==> config.mk <==
export PLATFORM = sky130hd
export DESIGN_NAME = ht_write_top
export DESIGN_NICKNAME = d
export VERILOG_FILES = /design/src/common/ht_ctrl_pkg.sv /design/src/common/ht_req_pkg.sv /design/src/ht_write/ht_bucket_match.sv /design/src/ht_write/ht_ctrl_fsm.sv /design/src/ht_write/ht_entry_update.sv /design/src/ht_write/ht_write_top.sv /design/src/logic/ht_wipe_counter.sv
export VERILOG_INCLUDE_DIRS = /design/src /design/src/common
export SDC_FILE = /design/constraint.sdc
export NUM_CORES = 2
export LEC_CHECK = 0
export ABC_AREA = 1
export BUFFER_PORTS_ARGS = -buffer_cell sky130_fd_sc_hd__buf_2
export CAP_MARGIN = 20
export CORE_AREA = 3 3 519 521
export DETAILED_ROUTE_END_ITERATION = 8
export DIE_AREA = 0 0 522 524
export REMOVE_ABC_BUFFERS = 1
export SLEW_MARGIN = 20
export SYNTH_ARGS = -nofsm -noshare
export SYNTH_HDL_FRONTEND = slang
export SYNTH_SLANG_ARGS = --single-unit
==> constraint.sdc <==
create_clock -name clk -period 32 [get_ports clk]
set_input_delay 6.4 -clock clk [delete_from_list [all_inputs] [get_ports clk]]
set_output_delay 6.4 -clock clk [all_outputs]
set_load 0.005 [all_outputs]
==> src/common/ht_macros.svh <==
/*
 * Hash-table write unit widths.
 * A line holds four slots, low slot first. Inside a slot the fields
 * run from low to high as key, value pointer, value size.
 */
`ifndef HT_MACROS_SVH
`define HT_MACROS_SVH

// request and slot fields
`define HT_KEY_W  64
`define HT_PTR_W  32
`define HT_SIZE_W 16
`define HT_SLOT_W (`HT_KEY_W + `HT_PTR_W + `HT_SIZE_W)

// memory line whose bits above the slots stay zero
`define HT_SLOTS  4
`define HT_LINE_W 512

// bucket address and slot index
`define HT_ADDR_W 8
`define HT_IDX_W  2

`endif

==> src/common/ht_ctrl_pkg.sv <==
/*
 * Control types of the hash-table write unit: the controller states
 * and the slot choice passed from the matcher to the updater.
 */
package ht_ctrl_pkg;

	typedef enum logic [2:0] {
		S_IDLE    = 3'd0,
		S_RDCMD   = 3'd1,
		S_RDDATA  = 3'd2,
		S_MATCH   = 3'd3,
		S_DECIDE  = 3'd4,
		S_COMMIT  = 3'd5,
		S_WIPE    = 3'd6,
		S_SENDOUT = 3'd7
	} ht_state_e;

	// which slot a write goes to
	typedef enum logic [1:0] {
		SEL_HIT   = 2'd0,
		SEL_EMPTY = 2'd1,
		SEL_EVICT = 2'd2
	} ht_slot_sel_e;

endpackage

==> src/common/ht_req_pkg.sv <==
/*
 * Request-side types of the hash-table write unit:
 * the opcode carried by each request and the status in its response.
 */
package ht_req_pkg;

	typedef enum logic [3:0] {
		OP_GET    = 4'h0,
		OP_SETCUR = 4'h1,
		OP_DELCUR = 4'h2,
		OP_IGNORE = 4'h3,
		OP_FLUSH  = 4'h4
	} ht_op_e;

	// evict means slot 0 of a full line was overwritten
	typedef enum logic [1:0] {
		ST_OK    = 2'd0,
		ST_MISS  = 2'd1,
		ST_EVICT = 2'd2
	} ht_status_e;

endpackage

==> src/ht_write/ht_bucket_match.sv <==
/*
 * Bucket matcher. Compares every slot key of the read line with the
 * request key and registers hit, slot indexes and the slot choice.
 */
`timescale 1ns/100ps
`include "ht_macros.svh"

module ht_bucket_match import ht_ctrl_pkg::*; (
	input  logic                  clk,
	input  logic                  rst_regd,
	input  logic                  line_valid,
	input  logic [`HT_LINE_W-1:0] line,
	input  logic [`HT_KEY_W-1:0]  key_q,
	output logic                  hit,
	output logic [`HT_IDX_W-1:0]  hit_idx,
	output logic [`HT_IDX_W-1:0]  empty_idx,
	output ht_slot_sel_e          sel
);

	logic [`HT_SLOTS-1:0] match_v;
	logic [`HT_SLOTS-1:0] empty_v;
	logic [`HT_IDX_W-1:0] match_idx;
	logic [`HT_IDX_W-1:0] free_idx;

	// later slots win, so free_idx ends on the highest empty slot
	always_comb begin
		match_idx = '0;
		free_idx = '0;
		for (int i = 0; i < `HT_SLOTS; i++) begin
			match_v[i] = (key_q != '0) && (line[i*`HT_SLOT_W +: `HT_KEY_W] == key_q);
			empty_v[i] = (line[i*`HT_SLOT_W +: `HT_KEY_W] == '0);
			if (match_v[i]) begin
				match_idx = i[`HT_IDX_W-1:0];
			end
			if (empty_v[i]) begin
				free_idx = i[`HT_IDX_W-1:0];
			end
		end
	end

	always_ff @(posedge clk) begin
		if (rst_regd) begin
			hit <= 1'b0;
			sel <= SEL_EVICT;
		end else if (line_valid) begin
			hit <= |match_v;
			if (|match_v) begin
				sel <= SEL_HIT;
			end else if (|empty_v) begin
				sel <= SEL_EMPTY;
			end else begin
				sel <= SEL_EVICT;
			end
		end
	end

	always_ff @(posedge clk) begin
		if (line_valid) begin
			hit_idx <= match_idx;
			empty_idx <= free_idx;
		end
	end

	a_unique_key: assert property (@(posedge clk) disable iff (rst_regd)
		line_valid |-> $onehot0(match_v))
		else $error("key stored in more than one slot");

endmodule

==> src/ht_write/ht_ctrl_fsm.sv <==
/*
 * Request controller of the hash-table write unit.
 * Takes one request at a time, reads its bucket line, registers the
 * decision of the updater and drives the write, free and response
 * handshakes. A flush walks every line and writes zeros.
 */
`timescale 1ns/100ps
`include "ht_macros.svh"

module ht_ctrl_fsm import ht_req_pkg::*, ht_ctrl_pkg::*; (
	input  logic                  clk,
	input  logic                  rst_regd,
	input  logic                  req_valid,
	input  ht_op_e                req_op,
	input  logic [`HT_KEY_W-1:0]  req_key,
	input  logic [`HT_ADDR_W-1:0] req_addr,
	input  logic [`HT_PTR_W-1:0]  req_ptr,
	input  logic [`HT_SIZE_W-1:0] req_size,
	output logic                  req_ready,
	output logic                  rdcmd_valid,
	output logic [`HT_ADDR_W-1:0] rdcmd_addr,
	input  logic                  rdcmd_ready,
	input  logic                  rd_valid,
	input  logic [`HT_LINE_W-1:0] rd_line,
	output logic                  rd_ready,
	output logic                  wr_valid,
	output logic [`HT_ADDR_W-1:0] wr_addr,
	output logic [`HT_LINE_W-1:0] wr_line,
	input  logic                  wr_ready,
	output logic                  free_valid,
	output logic [`HT_PTR_W-1:0]  free_ptr,
	output logic [`HT_SIZE_W-1:0] free_size,
	output logic                  free_wipe,
	input  logic                  free_ready,
	output logic                  out_valid,
	output ht_op_e                out_op,
	output logic [`HT_KEY_W-1:0]  out_key,
	output logic [`HT_PTR_W-1:0]  out_ptr,
	output logic [`HT_SIZE_W-1:0] out_size,
	output ht_status_e            out_status,
	input  logic                  out_ready,
	input  logic                  hit,
	input  ht_slot_sel_e          sel,
	input  logic [`HT_LINE_W-1:0] new_line,
	input  logic                  free_needed,
	input  logic [`HT_PTR_W-1:0]  free_ptr_n,
	input  logic [`HT_SIZE_W-1:0] free_size_n,
	input  logic [`HT_PTR_W-1:0]  resp_ptr,
	input  logic [`HT_SIZE_W-1:0] resp_size,
	input  ht_status_e            resp_status,
	input  logic [`HT_ADDR_W-1:0] wipe_addr,
	input  logic                  wipe_done,
	output logic                  line_valid,
	output logic [`HT_LINE_W-1:0] line,
	output logic [`HT_KEY_W-1:0]  key_q,
	output ht_op_e                op_q,
	output logic [`HT_PTR_W-1:0]  ptr_q,
	output logic [`HT_SIZE_W-1:0] size_q,
	output logic                  wipe_start,
	output logic                  wipe_step
);

	ht_state_e state;
	// set once the transfers of the current phase have been raised
	logic      issued;
	logic      need_free_q;

	always_ff @(posedge clk) begin
		if (rst_regd) begin
			state <= S_IDLE;
			req_ready <= 1'b0;
			rdcmd_valid <= 1'b0;
			rd_ready <= 1'b0;
			wr_valid <= 1'b0;
			free_valid <= 1'b0;
			free_wipe <= 1'b0;
			out_valid <= 1'b0;
			line_valid <= 1'b0;
			wipe_start <= 1'b0;
			wipe_step <= 1'b0;
			issued <= 1'b0;
			need_free_q <= 1'b0;
		end else begin
			// one-cycle pulses
			req_ready <= 1'b0;
			rd_ready <= 1'b0;
			line_valid <= 1'b0;
			wipe_start <= 1'b0;
			wipe_step <= 1'b0;

			// completed transfers drop their valid
			if (rdcmd_valid && rdcmd_ready) begin
				rdcmd_valid <= 1'b0;
			end
			if (wr_valid && wr_ready) begin
				wr_valid <= 1'b0;
			end
			if (free_valid && free_ready) begin
				free_valid <= 1'b0;
				free_wipe <= 1'b0;
			end
			if (out_valid && out_ready) begin
				out_valid <= 1'b0;
			end

			case (state)
				S_IDLE: begin
					if (req_valid) begin
						req_ready <= 1'b1;
						op_q <= req_op;
						key_q <= req_key;
						ptr_q <= req_ptr;
						size_q <= req_size;
						rdcmd_addr <= req_addr;
						wr_addr <= req_addr;
						out_op <= req_op;
						out_key <= req_key;
						case (req_op)
							OP_IGNORE: state <= S_SENDOUT;
							OP_FLUSH: begin
								// announce the wipe before touching memory
								free_valid <= 1'b1;
								free_wipe <= 1'b1;
								free_ptr <= '0;
								free_size <= '0;
								wipe_start <= 1'b1;
								state <= S_WIPE;
							end
							default: state <= S_RDCMD;
						endcase
					end
				end

				S_RDCMD: begin
					if (!rdcmd_valid) begin
						rdcmd_valid <= 1'b1;
					end else if (rdcmd_ready) begin
						state <= S_RDDATA;
					end
				end

				S_RDDATA: begin
					if (rd_valid) begin
						rd_ready <= 1'b1;
						line <= rd_line;
						line_valid <= 1'b1;
						state <= S_MATCH;
					end
				end

				// matcher registers its result this cycle
				S_MATCH: state <= S_DECIDE;

				S_DECIDE: begin
					wr_line <= new_line;
					free_ptr <= free_ptr_n;
					free_size <= free_size_n;
					need_free_q <= free_needed;
					if (op_q == OP_SETCUR || (op_q == OP_DELCUR && hit)) begin
						state <= S_COMMIT;
					end else begin
						state <= S_SENDOUT;
					end
				end

				S_COMMIT: begin
					if (!issued) begin
						if (wr_ready && out_ready && (free_ready || !need_free_q)) begin
							wr_valid <= 1'b1;
							free_valid <= need_free_q;
							out_valid <= 1'b1;
							out_ptr <= resp_ptr;
							out_size <= resp_size;
							out_status <= resp_status;
							issued <= 1'b1;
						end
					end else if (!wr_valid && !free_valid && !out_valid) begin
						issued <= 1'b0;
						state <= S_IDLE;
					end
				end

				S_WIPE: begin
					if (!wr_valid && !free_valid) begin
						if (wipe_done) begin
							state <= S_SENDOUT;
						end else begin
							wr_valid <= 1'b1;
							wr_addr <= wipe_addr;
							wr_line <= '0;
							wipe_step <= 1'b1;
						end
					end
				end

				S_SENDOUT: begin
					if (!issued) begin
						if (out_ready) begin
							out_valid <= 1'b1;
							out_ptr <= resp_ptr;
							out_size <= resp_size;
							out_status <= resp_status;
							issued <= 1'b1;
						end
					end else if (!out_valid) begin
						issued <= 1'b0;
						state <= S_IDLE;
					end
				end

				default: state <= S_IDLE;
			endcase
		end
	end

	// ---------------------------------------------------------------------
	// checks

	a_out_hold: assert property (@(posedge clk) disable iff (rst_regd)
		out_valid && !out_ready |=> out_valid &&
			$stable({out_op, out_key, out_ptr, out_size, out_status}))
		else $error("response changed before out_ready");

	a_no_wr_idle: assert property (@(posedge clk) disable iff (rst_regd)
		state == S_IDLE |-> !wr_valid)
		else $error("write pending while idle");

endmodule

==> src/ht_write/ht_entry_update.sv <==
/*
 * Slot updater. Applies the opcode rules to the read line and gives
 * the rewritten line, the value to free and the response fields.
 * Purely combinational.
 */
`timescale 1ns/100ps
`include "ht_macros.svh"

module ht_entry_update import ht_req_pkg::*, ht_ctrl_pkg::*; (
	input  logic [`HT_LINE_W-1:0] line,
	input  ht_op_e                op_q,
	input  logic [`HT_KEY_W-1:0]  key_q,
	input  logic [`HT_PTR_W-1:0]  ptr_q,
	input  logic [`HT_SIZE_W-1:0] size_q,
	input  logic [`HT_IDX_W-1:0]  hit_idx,
	input  logic [`HT_IDX_W-1:0]  empty_idx,
	input  ht_slot_sel_e          sel,
	output logic [`HT_LINE_W-1:0] new_line,
	output logic                  free_needed,
	output logic [`HT_PTR_W-1:0]  free_ptr_n,
	output logic [`HT_SIZE_W-1:0] free_size_n,
	output logic [`HT_PTR_W-1:0]  resp_ptr,
	output logic [`HT_SIZE_W-1:0] resp_size,
	output ht_status_e            resp_status
);

	logic [`HT_IDX_W-1:0]  idx;
	logic [`HT_SLOT_W-1:0] cur_slot;
	logic [`HT_PTR_W-1:0]  cur_ptr;
	logic [`HT_SIZE_W-1:0] cur_size;

	// target slot is the hit, else the highest empty one, else slot 0
	always_comb begin
		case (sel)
			SEL_HIT:   idx = hit_idx;
			SEL_EMPTY: idx = empty_idx;
			default:   idx = '0;
		endcase
		cur_slot = line[idx*`HT_SLOT_W +: `HT_SLOT_W];
		cur_ptr = cur_slot[`HT_KEY_W +: `HT_PTR_W];
		cur_size = cur_slot[`HT_KEY_W+`HT_PTR_W +: `HT_SIZE_W];
	end

	always_comb begin
		new_line = line;
		free_needed = 1'b0;
		free_ptr_n = cur_ptr;
		free_size_n = cur_size;
		resp_ptr = '0;
		resp_size = '0;
		resp_status = ST_OK;

		case (op_q)
			OP_GET: begin
				if (sel == SEL_HIT) begin
					resp_ptr = cur_ptr;
					resp_size = cur_size;
				end else begin
					resp_status = ST_MISS;
				end
			end

			OP_SETCUR: begin
				new_line[idx*`HT_SLOT_W +: `HT_SLOT_W] = {size_q, ptr_q, key_q};
				// an old value in the slot is released
				free_needed = (sel != SEL_EMPTY) && (cur_ptr != '0);
				resp_ptr = ptr_q;
				resp_size = size_q;
				if (sel == SEL_EVICT) begin
					resp_status = ST_EVICT;
				end
			end

			OP_DELCUR: begin
				if (sel == SEL_HIT) begin
					new_line[idx*`HT_SLOT_W +: `HT_SLOT_W] = '0;
					free_needed = (cur_ptr != '0);
				end else begin
					resp_status = ST_MISS;
				end
			end

			OP_IGNORE: resp_size = size_q;

			// flush answers with zeros
			default: resp_status = ST_OK;
		endcase

		new_line[`HT_LINE_W-1:`HT_SLOTS*`HT_SLOT_W] = '0;
	end

endmodule

==> src/ht_write/ht_write_top.sv <==
/*
 * Hash-table write unit.
 * Reads the bucket line of each request, matches the key against all
 * slots, rewrites the line, frees displaced values and answers once.
 */
`timescale 1ns/100ps
`include "ht_macros.svh"

module ht_write_top import ht_req_pkg::*, ht_ctrl_pkg::*; (
	input  logic                  clk,
	input  logic                  rst_regd,
	input  logic                  req_valid,
	input  ht_op_e                req_op,
	input  logic [`HT_KEY_W-1:0]  req_key,
	input  logic [`HT_ADDR_W-1:0] req_addr,
	input  logic [`HT_PTR_W-1:0]  req_ptr,
	input  logic [`HT_SIZE_W-1:0] req_size,
	output logic                  req_ready,
	output logic                  rdcmd_valid,
	output logic [`HT_ADDR_W-1:0] rdcmd_addr,
	input  logic                  rdcmd_ready,
	input  logic                  rd_valid,
	input  logic [`HT_LINE_W-1:0] rd_line,
	output logic                  rd_ready,
	output logic                  wr_valid,
	output logic [`HT_ADDR_W-1:0] wr_addr,
	output logic [`HT_LINE_W-1:0] wr_line,
	input  logic                  wr_ready,
	output logic                  free_valid,
	output logic [`HT_PTR_W-1:0]  free_ptr,
	output logic [`HT_SIZE_W-1:0] free_size,
	output logic                  free_wipe,
	input  logic                  free_ready,
	output logic                  out_valid,
	output ht_op_e                out_op,
	output logic [`HT_KEY_W-1:0]  out_key,
	output logic [`HT_PTR_W-1:0]  out_ptr,
	output logic [`HT_SIZE_W-1:0] out_size,
	output ht_status_e            out_status,
	input  logic                  out_ready
);

	// ---------------------------------------------------------------------
	// matcher to updater
	logic                  hit;
	logic [`HT_IDX_W-1:0]  hit_idx;
	logic [`HT_IDX_W-1:0]  empty_idx;
	ht_slot_sel_e          sel;

	// updater to controller
	logic [`HT_LINE_W-1:0] new_line;
	logic                  free_needed;
	logic [`HT_PTR_W-1:0]  free_ptr_n;
	logic [`HT_SIZE_W-1:0] free_size_n;
	logic [`HT_PTR_W-1:0]  resp_ptr;
	logic [`HT_SIZE_W-1:0] resp_size;
	ht_status_e            resp_status;

	// controller outputs, registered request and read line
	logic                  line_valid;
	logic [`HT_LINE_W-1:0] line;
	logic [`HT_KEY_W-1:0]  key_q;
	ht_op_e                op_q;
	logic [`HT_PTR_W-1:0]  ptr_q;
	logic [`HT_SIZE_W-1:0] size_q;

	// flush address walk
	logic                  wipe_start;
	logic                  wipe_step;
	logic [`HT_ADDR_W-1:0] wipe_addr;
	logic                  wipe_done;
	// ---------------------------------------------------------------------

	ht_ctrl_fsm u_ctrl (.*);

	ht_bucket_match u_match (.*);

	ht_entry_update u_update (.*);

	ht_wipe_counter u_wipe (.*);

endmodule

==> src/logic/ht_wipe_counter.sv <==
/*
 * Flush address counter. Restarts at line 0 on wipe_start, steps one
 * line per wipe_step and flags done once the last line is stepped.
 */
`timescale 1ns/100ps
`include "ht_macros.svh"

module ht_wipe_counter (
	input  logic                  clk,
	input  logic                  rst_regd,
	input  logic                  wipe_start,
	input  logic                  wipe_step,
	output logic [`HT_ADDR_W-1:0] wipe_addr,
	output logic                  wipe_done
);

	always_ff @(posedge clk) begin
		if (rst_regd) begin
			wipe_addr <= '0;
			wipe_done <= 1'b0;
		end else if (wipe_start) begin
			wipe_addr <= '0;
			wipe_done <= 1'b0;
		end else if (wipe_step) begin
			// hold on the last line
			if (wipe_addr == '1) begin
				wipe_done <= 1'b1;
			end else begin
				wipe_addr <= wipe_addr + 1'b1;
			end
		end
	end

	a_no_step_done: assert property (@(posedge clk) disable iff (rst_regd)
		wipe_step |-> !wipe_done)
		else $error("wipe stepped past the last line");

endmodule
# After elaboration in Yosys (flattened, before gate mapping)
# Cells that the tools add are included.
op_classes:
  n_addsub: 2
  multipliers: 1
  eq_ne: 36
  shift: 4
  n_mux: 97
  bitwise_logic: 7
  reduce_logical: 53
op_table:
  columns: ["op", "count"]
  rows:
  - ["$bwmux W512", 2]
  - ["$mux W512", 2]
  - ["$pmux W512 S2", 1]
  - ["$pmux W448 S2", 1]
  - ["$shift A112 B34 Y512 const A", 1]
  - ["$shiftx A112 B34 Y512", 1]
  - ["$shiftx A112 B34 Y512 const A", 1]
  - ["$shiftx A512 B10 Y112", 1]
  - ["$mux W448", 1]
  - ["$eq A64 B64 Y1", 4]
  - ["$logic_not A64 Y1", 4]
  - ["$mux W32", 7]
  - ["$pmux W32 S2", 3]
  - ["$mux W16", 7]
  - ["$pmux W16 S2", 3]
  - ["$reduce_bool A64 Y1", 1]
  - ["$mux W1", 38]
  - ["$neg A9 Y34", 1]
  - ["$reduce_bool A32 Y1", 1]
  - ["$mux W3", 10]
  - ["$mux W8", 3]
  - ["$pmux W3 S8", 1]
  - ["$ne A2 B2 Y1 const B", 9]
  - ["$mux W2", 8]
  - ["other kinds (33)", 89]
totals:
  register_bits: 1284
  wordCells: 233

# Logic depth before layout (Yosys ltp)
depth:
  depth_word: 9
  ltp_mapped: 25
  depth_no_buf: 18

# Hierarchy
# A second synthesis with hierarchy kept.
unflattened:
  cells_unflattened: 8858
  area_unflattened_um2: 71389.7
by_module_without_submodules:
  columns: ["mod", "instances", "cells_each", "area_each_um2", "seq_area_each_um2"]
  rows:
  - ["ht_ctrl_fsm", 1, 2673, 43623.1, 37936.4]
  - ["ht_entry_update", 1, 4988, 21539.4, 0.0]
  - ["ht_bucket_match", 1, 1122, 5674.2, 180.2]
  - ["ht_wipe_counter", 1, 75, 553.0, 180.2]

# Worst setup path before layout
# No wires, ideal clock.
synth_timing:
  path_type: "input-to-reg"
  from: "input port rst_regd"
  to: "register u_ctrl.wr_line[0], enable pin"
  setup_time_ns: 1.412
  arrival_ns: 28.090
  path_slack_ns: 2.498
  cell_stages: 3
  n_path_buf: 0
  cell_sequence: "inv_1 -> nand2_1 -> a21oi_1"
synth_via:
  elab_chain_len: 2
synth_lines:
  columns: ["item", "line_no", "rtl"]
  rows:
  - ["start, declared", "ht_write_top.sv:11", "input logic rst_regd,"]
  - ["$not A1 Y1 (no line)", null, null]
  - ["$reduce_and A4 Y1 (no line)", null, null]
  - ["end signal, assigned", "ht_ctrl_fsm.sv:155", "wr_line <= new_line;"]
  - ["end, declared", "ht_ctrl_fsm.sv:28", "output logic [`HT_LINE_W-1:0] wr_line,"]
# Every way passes these cells.
# A chain may end at the register's enable or synchronous reset.

# Final worst setup path
layout_timing:
  from: "input port rst_regd"
  to: "register u_ctrl.line[177], enable pin"
layout_via:
  elab_chain_len: 2
layout_lines:
  columns: ["item", "line_no", "rtl"]
  rows:
  - ["$not A1 Y1 (no line)", null, null]
  - ["$reduce_and A3 Y1 (no line)", null, null]
  - ["end signal, assigned", "ht_ctrl_fsm.sv:145", "line <= rd_line;"]
  - ["end, declared", "ht_ctrl_fsm.sv:54", "output logic [`HT_LINE_W-1:0] line,"]
# Every way passes these cells.

==> results.md <==
Logic synthesis:
- The largest total area in the synthesized netlist belongs to sky130_fd_sc_hd__edfxtp_1.
- The Yosys step of the flow raised 0 warnings.
- The cell count after synthesis came out at 6581.
- Counting instances in the post-synthesis netlist gives the leading cell types as 2378 x sky130_fd_sc_hd__nand2_1, 1130 x sky130_fd_sc_hd__edfxtp_1, 479 x sky130_fd_sc_hd__a21oi_1, 422 x sky130_fd_sc_hd__nor2_1, 420 x sky130_fd_sc_hd__inv_1.
- The share of flip-flops with an asynchronous set or reset is 0%.
- The synthesized design contains 1130 enable-type register cells.
- The area share of the leading cell type in the synthesized netlist is 57.94%.
- The distinct cell type count of the synthesized netlist is 43.
- A synthesized cell averages 8.899 µm².
- In this run, synthesis produced a sequential element count of 1156.
- For this run, the leading register cell type out of synthesis is sky130_fd_sc_hd__edfxtp_1.
- Sorting the synthesized cells by area gives the leading types as sky130_fd_sc_hd__edfxtp_1 58%, sky130_fd_sc_hd__nand2_1 15%, sky130_fd_sc_hd__a21oi_1 4.1%.
- The netlist area before placement is 0.05857 mm².
- Summing the sequential cell areas from Yosys gives 58.83% of the chip area.
- Among all cell types in the netlist, the one instantiated most often is sky130_fd_sc_hd__nand2_1.

Clock tree:
- The number of setup buffers added after CTS is 0.
- Post-CTS repair changed the size of 0 cells.
- The insertion delay of the later-clocked pin in the worst-skew pair is 0.86 ns.
- The H-tree was split into 4 levels.
- The maximum clock insertion buffer count is 4.
- The post-cts hold buffer count is 0.
- Counting the buffers created by CTS gives 155.
- The TritonCTS sink count is 1156.
- Clock tree synthesis selected as its root buffer the cell sky130_fd_sc_hd__clkbuf_16.
- TritonCTS built the clock tree.
- Clock-pin slew was measured on the worst setup and hold paths at 0.06 ns.

Timing:
- Derived from the worst setup path, the maximum achievable clock frequency is 106.8 MHz.
- For the pin with the worst max-slew slack, the measured transition is 1.338 ns.
- The post-layout worst setup margin is 22.63 ns.
- The number of max-slew violations in the final report was 0.
- Measured against its own limit, the worst slew margin works out to 9.864%.
- For the final database, setup skew stands at 0.08357 ns.
- Setup repair after global routing left no endpoint under its margin.
- The ratio of final minimum period to clock period is 29.27%.
- The final-report setup violation count is 0.
- The number of failing hold endpoints at the final stage came to 0.
- The final period demand of the worst path is 9.366 ns.
- Adding up every negative setup slack in the final design gives 0 ns.

Floorplan:
- The starting density of the core is 22.09%.
- The die extent in y is 524 µm.
- In this run the core area contains 189 standard-cell rows.
- From left edge to right edge, the die measures 522 µm.
- The die covers 0.2735 mm².
- 1345 I/O pins were placed.
- The area of the core is 0.2651 mm².

Setup path:
- The peak fanout along the critical path is 71.
- The nature of the critical path endpoint is a flop.
- The critical path goes through buf_2 > inv_1 > nand2_1 > nor2_4 > buf_4 > buf_4 > buf_4.
- The buffering stage count on the worst path with inverters included is 5.
- The worst setup path is launched from an input port.
- The worst setup path is of the input port to flop kind.
- At the worst endpoint, the required time is 32.43 ns.
- For this run, the slowest stage of the critical path takes 0.93 ns.
- The endpoint arrival time on the critical path is 9.79 ns.
- Grouping stages by cell kind, the critical path spends the most delay in buffers and inverters.
- Among the stages of the critical path, the cell type that occurs most often is sky130_fd_sc_hd__buf_4.
- On the critical path, the stage with the largest delay is an instance of sky130_fd_sc_hd__buf_4.

Place:
- The count of buffers from port buffering is 1216.
- Prior to clock tree synthesis, the placed netlist has a worst setup slack of 21.85 ns.
- At the end of routability-driven placement, the weighted congestion stood at 0.9571.
- Once detailed placement completed, the half-perimeter wirelength came to 334600 µm.
- The instance count after placement with tap cells included is 11070.

Hold path:
- The worst hold path class is flop to flop.

Finish:
- Leaving out filler cells and counting taps, the final layout contains 11460.
- The relative area change from synthesis to final layout is 26.34%.
- For this run, the post-layout net count is 8345.
- Cells with a size suffix above 1 make up 21.45% of the layout.

Status:
- The flow ran to the end, and the final reports show no timing, DRC or antenna violations.

Routing:
- The DRC violations left is 0.
- The detailed-route vias per instance is 5.159.
- In the final routed layout, each cell accounts on average for 38.54 µm.
- The first TritonRoute pass finished after 7 iterations.
- Wires add up to 441500 µm.
- The number of nets still failing antenna checks after routing is 0.
- The detailed router placed 59100 vias in this run.
- The detailed router finished its first iteration with 9159 violations.

Power:
- Power spread over the standard cell area amounts to 63.87 mW/mm².
- Across the VDD grid, the largest voltage drop is 46.89 µV.
- The leakage power is 29.78 nW.

GRT:
- The number of global-route vias before repair is 53090.
- The initial antenna violation count was 169.
- The first global-routing pass estimated 552500 µm of wire.
- Summed over all layers, the global routing overflow is 0.
- Entering global routing, the biggest net connects 126 pins.
- For this run, the total global-route usage over all layers was measured as 30.87%.

Job:
- Across the run, the number of max-cap violations was 0.
worst paths after layout:
kind | start | endpoint | slack [ns] | cells after the start
max reg2reg | u_match.sel[0] | u_ctrl.wr_line[395] | 24.42 | 16
min | u_wipe.wipe_done | u_wipe.wipe_done | 0.47 | 2
max | rst_regd | u_ctrl.line[177] | 22.63 | 7
min reg2reg | u_wipe.wipe_done | u_wipe.wipe_done | 0.47 | 2
placed cells by master, fill, tap and decap left out, types with 23 or more instances in the layout:
| cell type | n |
|---|---|
| sky130_fd_sc_hd__o211ai_1 | 75 |
| sky130_fd_sc_hd__edfxtp_1 | 1130 |
| sky130_fd_sc_hd__clkinv_2 | 24 |
| sky130_fd_sc_hd__inv_1 | 417 |
| sky130_fd_sc_hd__o21ai_1 | 161 |
| sky130_fd_sc_hd__nor3_1 | 30 |
| sky130_fd_sc_hd__clkbuf_16 | 156 |
| sky130_fd_sc_hd__nand4_1 | 103 |
| sky130_fd_sc_hd__nand3_1 | 191 |
| sky130_fd_sc_hd__dfxtp_1 | 26 |
| sky130_fd_sc_hd__o22ai_1 | 155 |
| sky130_fd_sc_hd__buf_2 | 1217 |
| sky130_fd_sc_hd__nand2_1 | 2374 |
| sky130_fd_sc_hd__buf_4 | 170 |
| sky130_fd_sc_hd__o221ai_1 | 29 |
| sky130_fd_sc_hd__a21oi_1 | 478 |
| sky130_fd_sc_hd__diode_2 | 109 |
| sky130_fd_sc_hd__o31ai_1 | 25 |
| sky130_fd_sc_hd__conb_1 | 64 |
| sky130_fd_sc_hd__nor4_1 | 29 |
| sky130_fd_sc_hd__nor2_1 | 417 |
| sky130_fd_sc_hd__o21ai_0 | 245 |
| sky130_fd_sc_hd__xor2_1 | 23 |
| sky130_fd_sc_hd__clkbuf_1 | 26 |
| sky130_fd_sc_hd__xnor2_1 | 63 |
kinds of logic after synthesis:
logic type	after synthesis	share of synthesized area [%]
and+or+nand+nor	3192	21.74
xor gates and xnor gates	86	1.286
AOI/OAI and AO/OA	1212	11.51
other	1	0.006403
DFF	1156	58.83
buffers and inverters	931	6.576
adders and majority gates	3	0.06410
report_power, final:
| part | switching, W | total [W] | internal [W] |
|---|---|---|---|
| sequential | 0.0000977 | 0.00191 | 0.00181 |
| combinational | 0.000809 | 0.00104 | 0.000233 |
| clock | 0.000747 | 0.00178 | 0.00103 |
| total | 0.00165 | 0.00473 | 0.00307 |
per-stage QoR:
stage / util (%) / hold slack (ns) / power [W] / cell area, µm²
2_1_floorplan: - / 0.4271 / 0.002401 / 56590
3_3_place_gp: 25.92 / 0.4444 / 0.002950 / 68720
3_5_place_dp: 25.92 / 0.4502 / 0.002950 / 68720
4_1_cts: 27.80 / 0.4597 / 0.004722 / 73690
5_1_grt: 27.88 / 0.5045 / 0.004848 / 73910
6_report: 27.91 / 0.4672 / 0.004726 / 73990
sequential cells by signal (all words and copies together), names as in the netlist, 4 cells and up:
register and cells:
u_ctrl.free_ptr 32, u_ctrl.wr_addr 8, u_ctrl.out_key 64, u_ctrl.size_q 16, u_ctrl.out_size 16, u_ctrl.free_size 16
u_ctrl.ptr_q 32, u_ctrl.out_ptr 32, u_ctrl.rdcmd_addr 8, u_wipe.wipe_addr 8, u_ctrl.wr_line 448, u_ctrl.line 448
u_ctrl.out_op 4
final cells by class:
type                            instances  area [µm²]
Antenna cell                          109       272.8
Clock buffer                          189        4098
Clock inverter                         83       877.1
Fill cell                           28510      191100
Inverter                              435        1663
Multi-Input combinational cell       4557       20730
Sequential cell                      1156       34450
Tap cell                             3533        4420
Timing Repair Buffer                 1393        7478
per-layer routing:
layer	up-vias	wire length [µm]	track usage, %
li1	24560	-	-
met1	28580	172600	39.01
met2	4870	184100	44.87
met3	1053	52380	10.33
met4	26	32210	19.96
met5	-	149	0
worst register-to-register path: cells and delay by family, from the launching register on:
kind	cells	cell delay, ns
AOI/OAI and AO/OA	4	1.43
adders and majority gates	1	0.76
buffers and inverters	4	2.40
DFF	1	0.38
and+or+nand+nor	7	2.46
(Power assumes the default switching activity.)
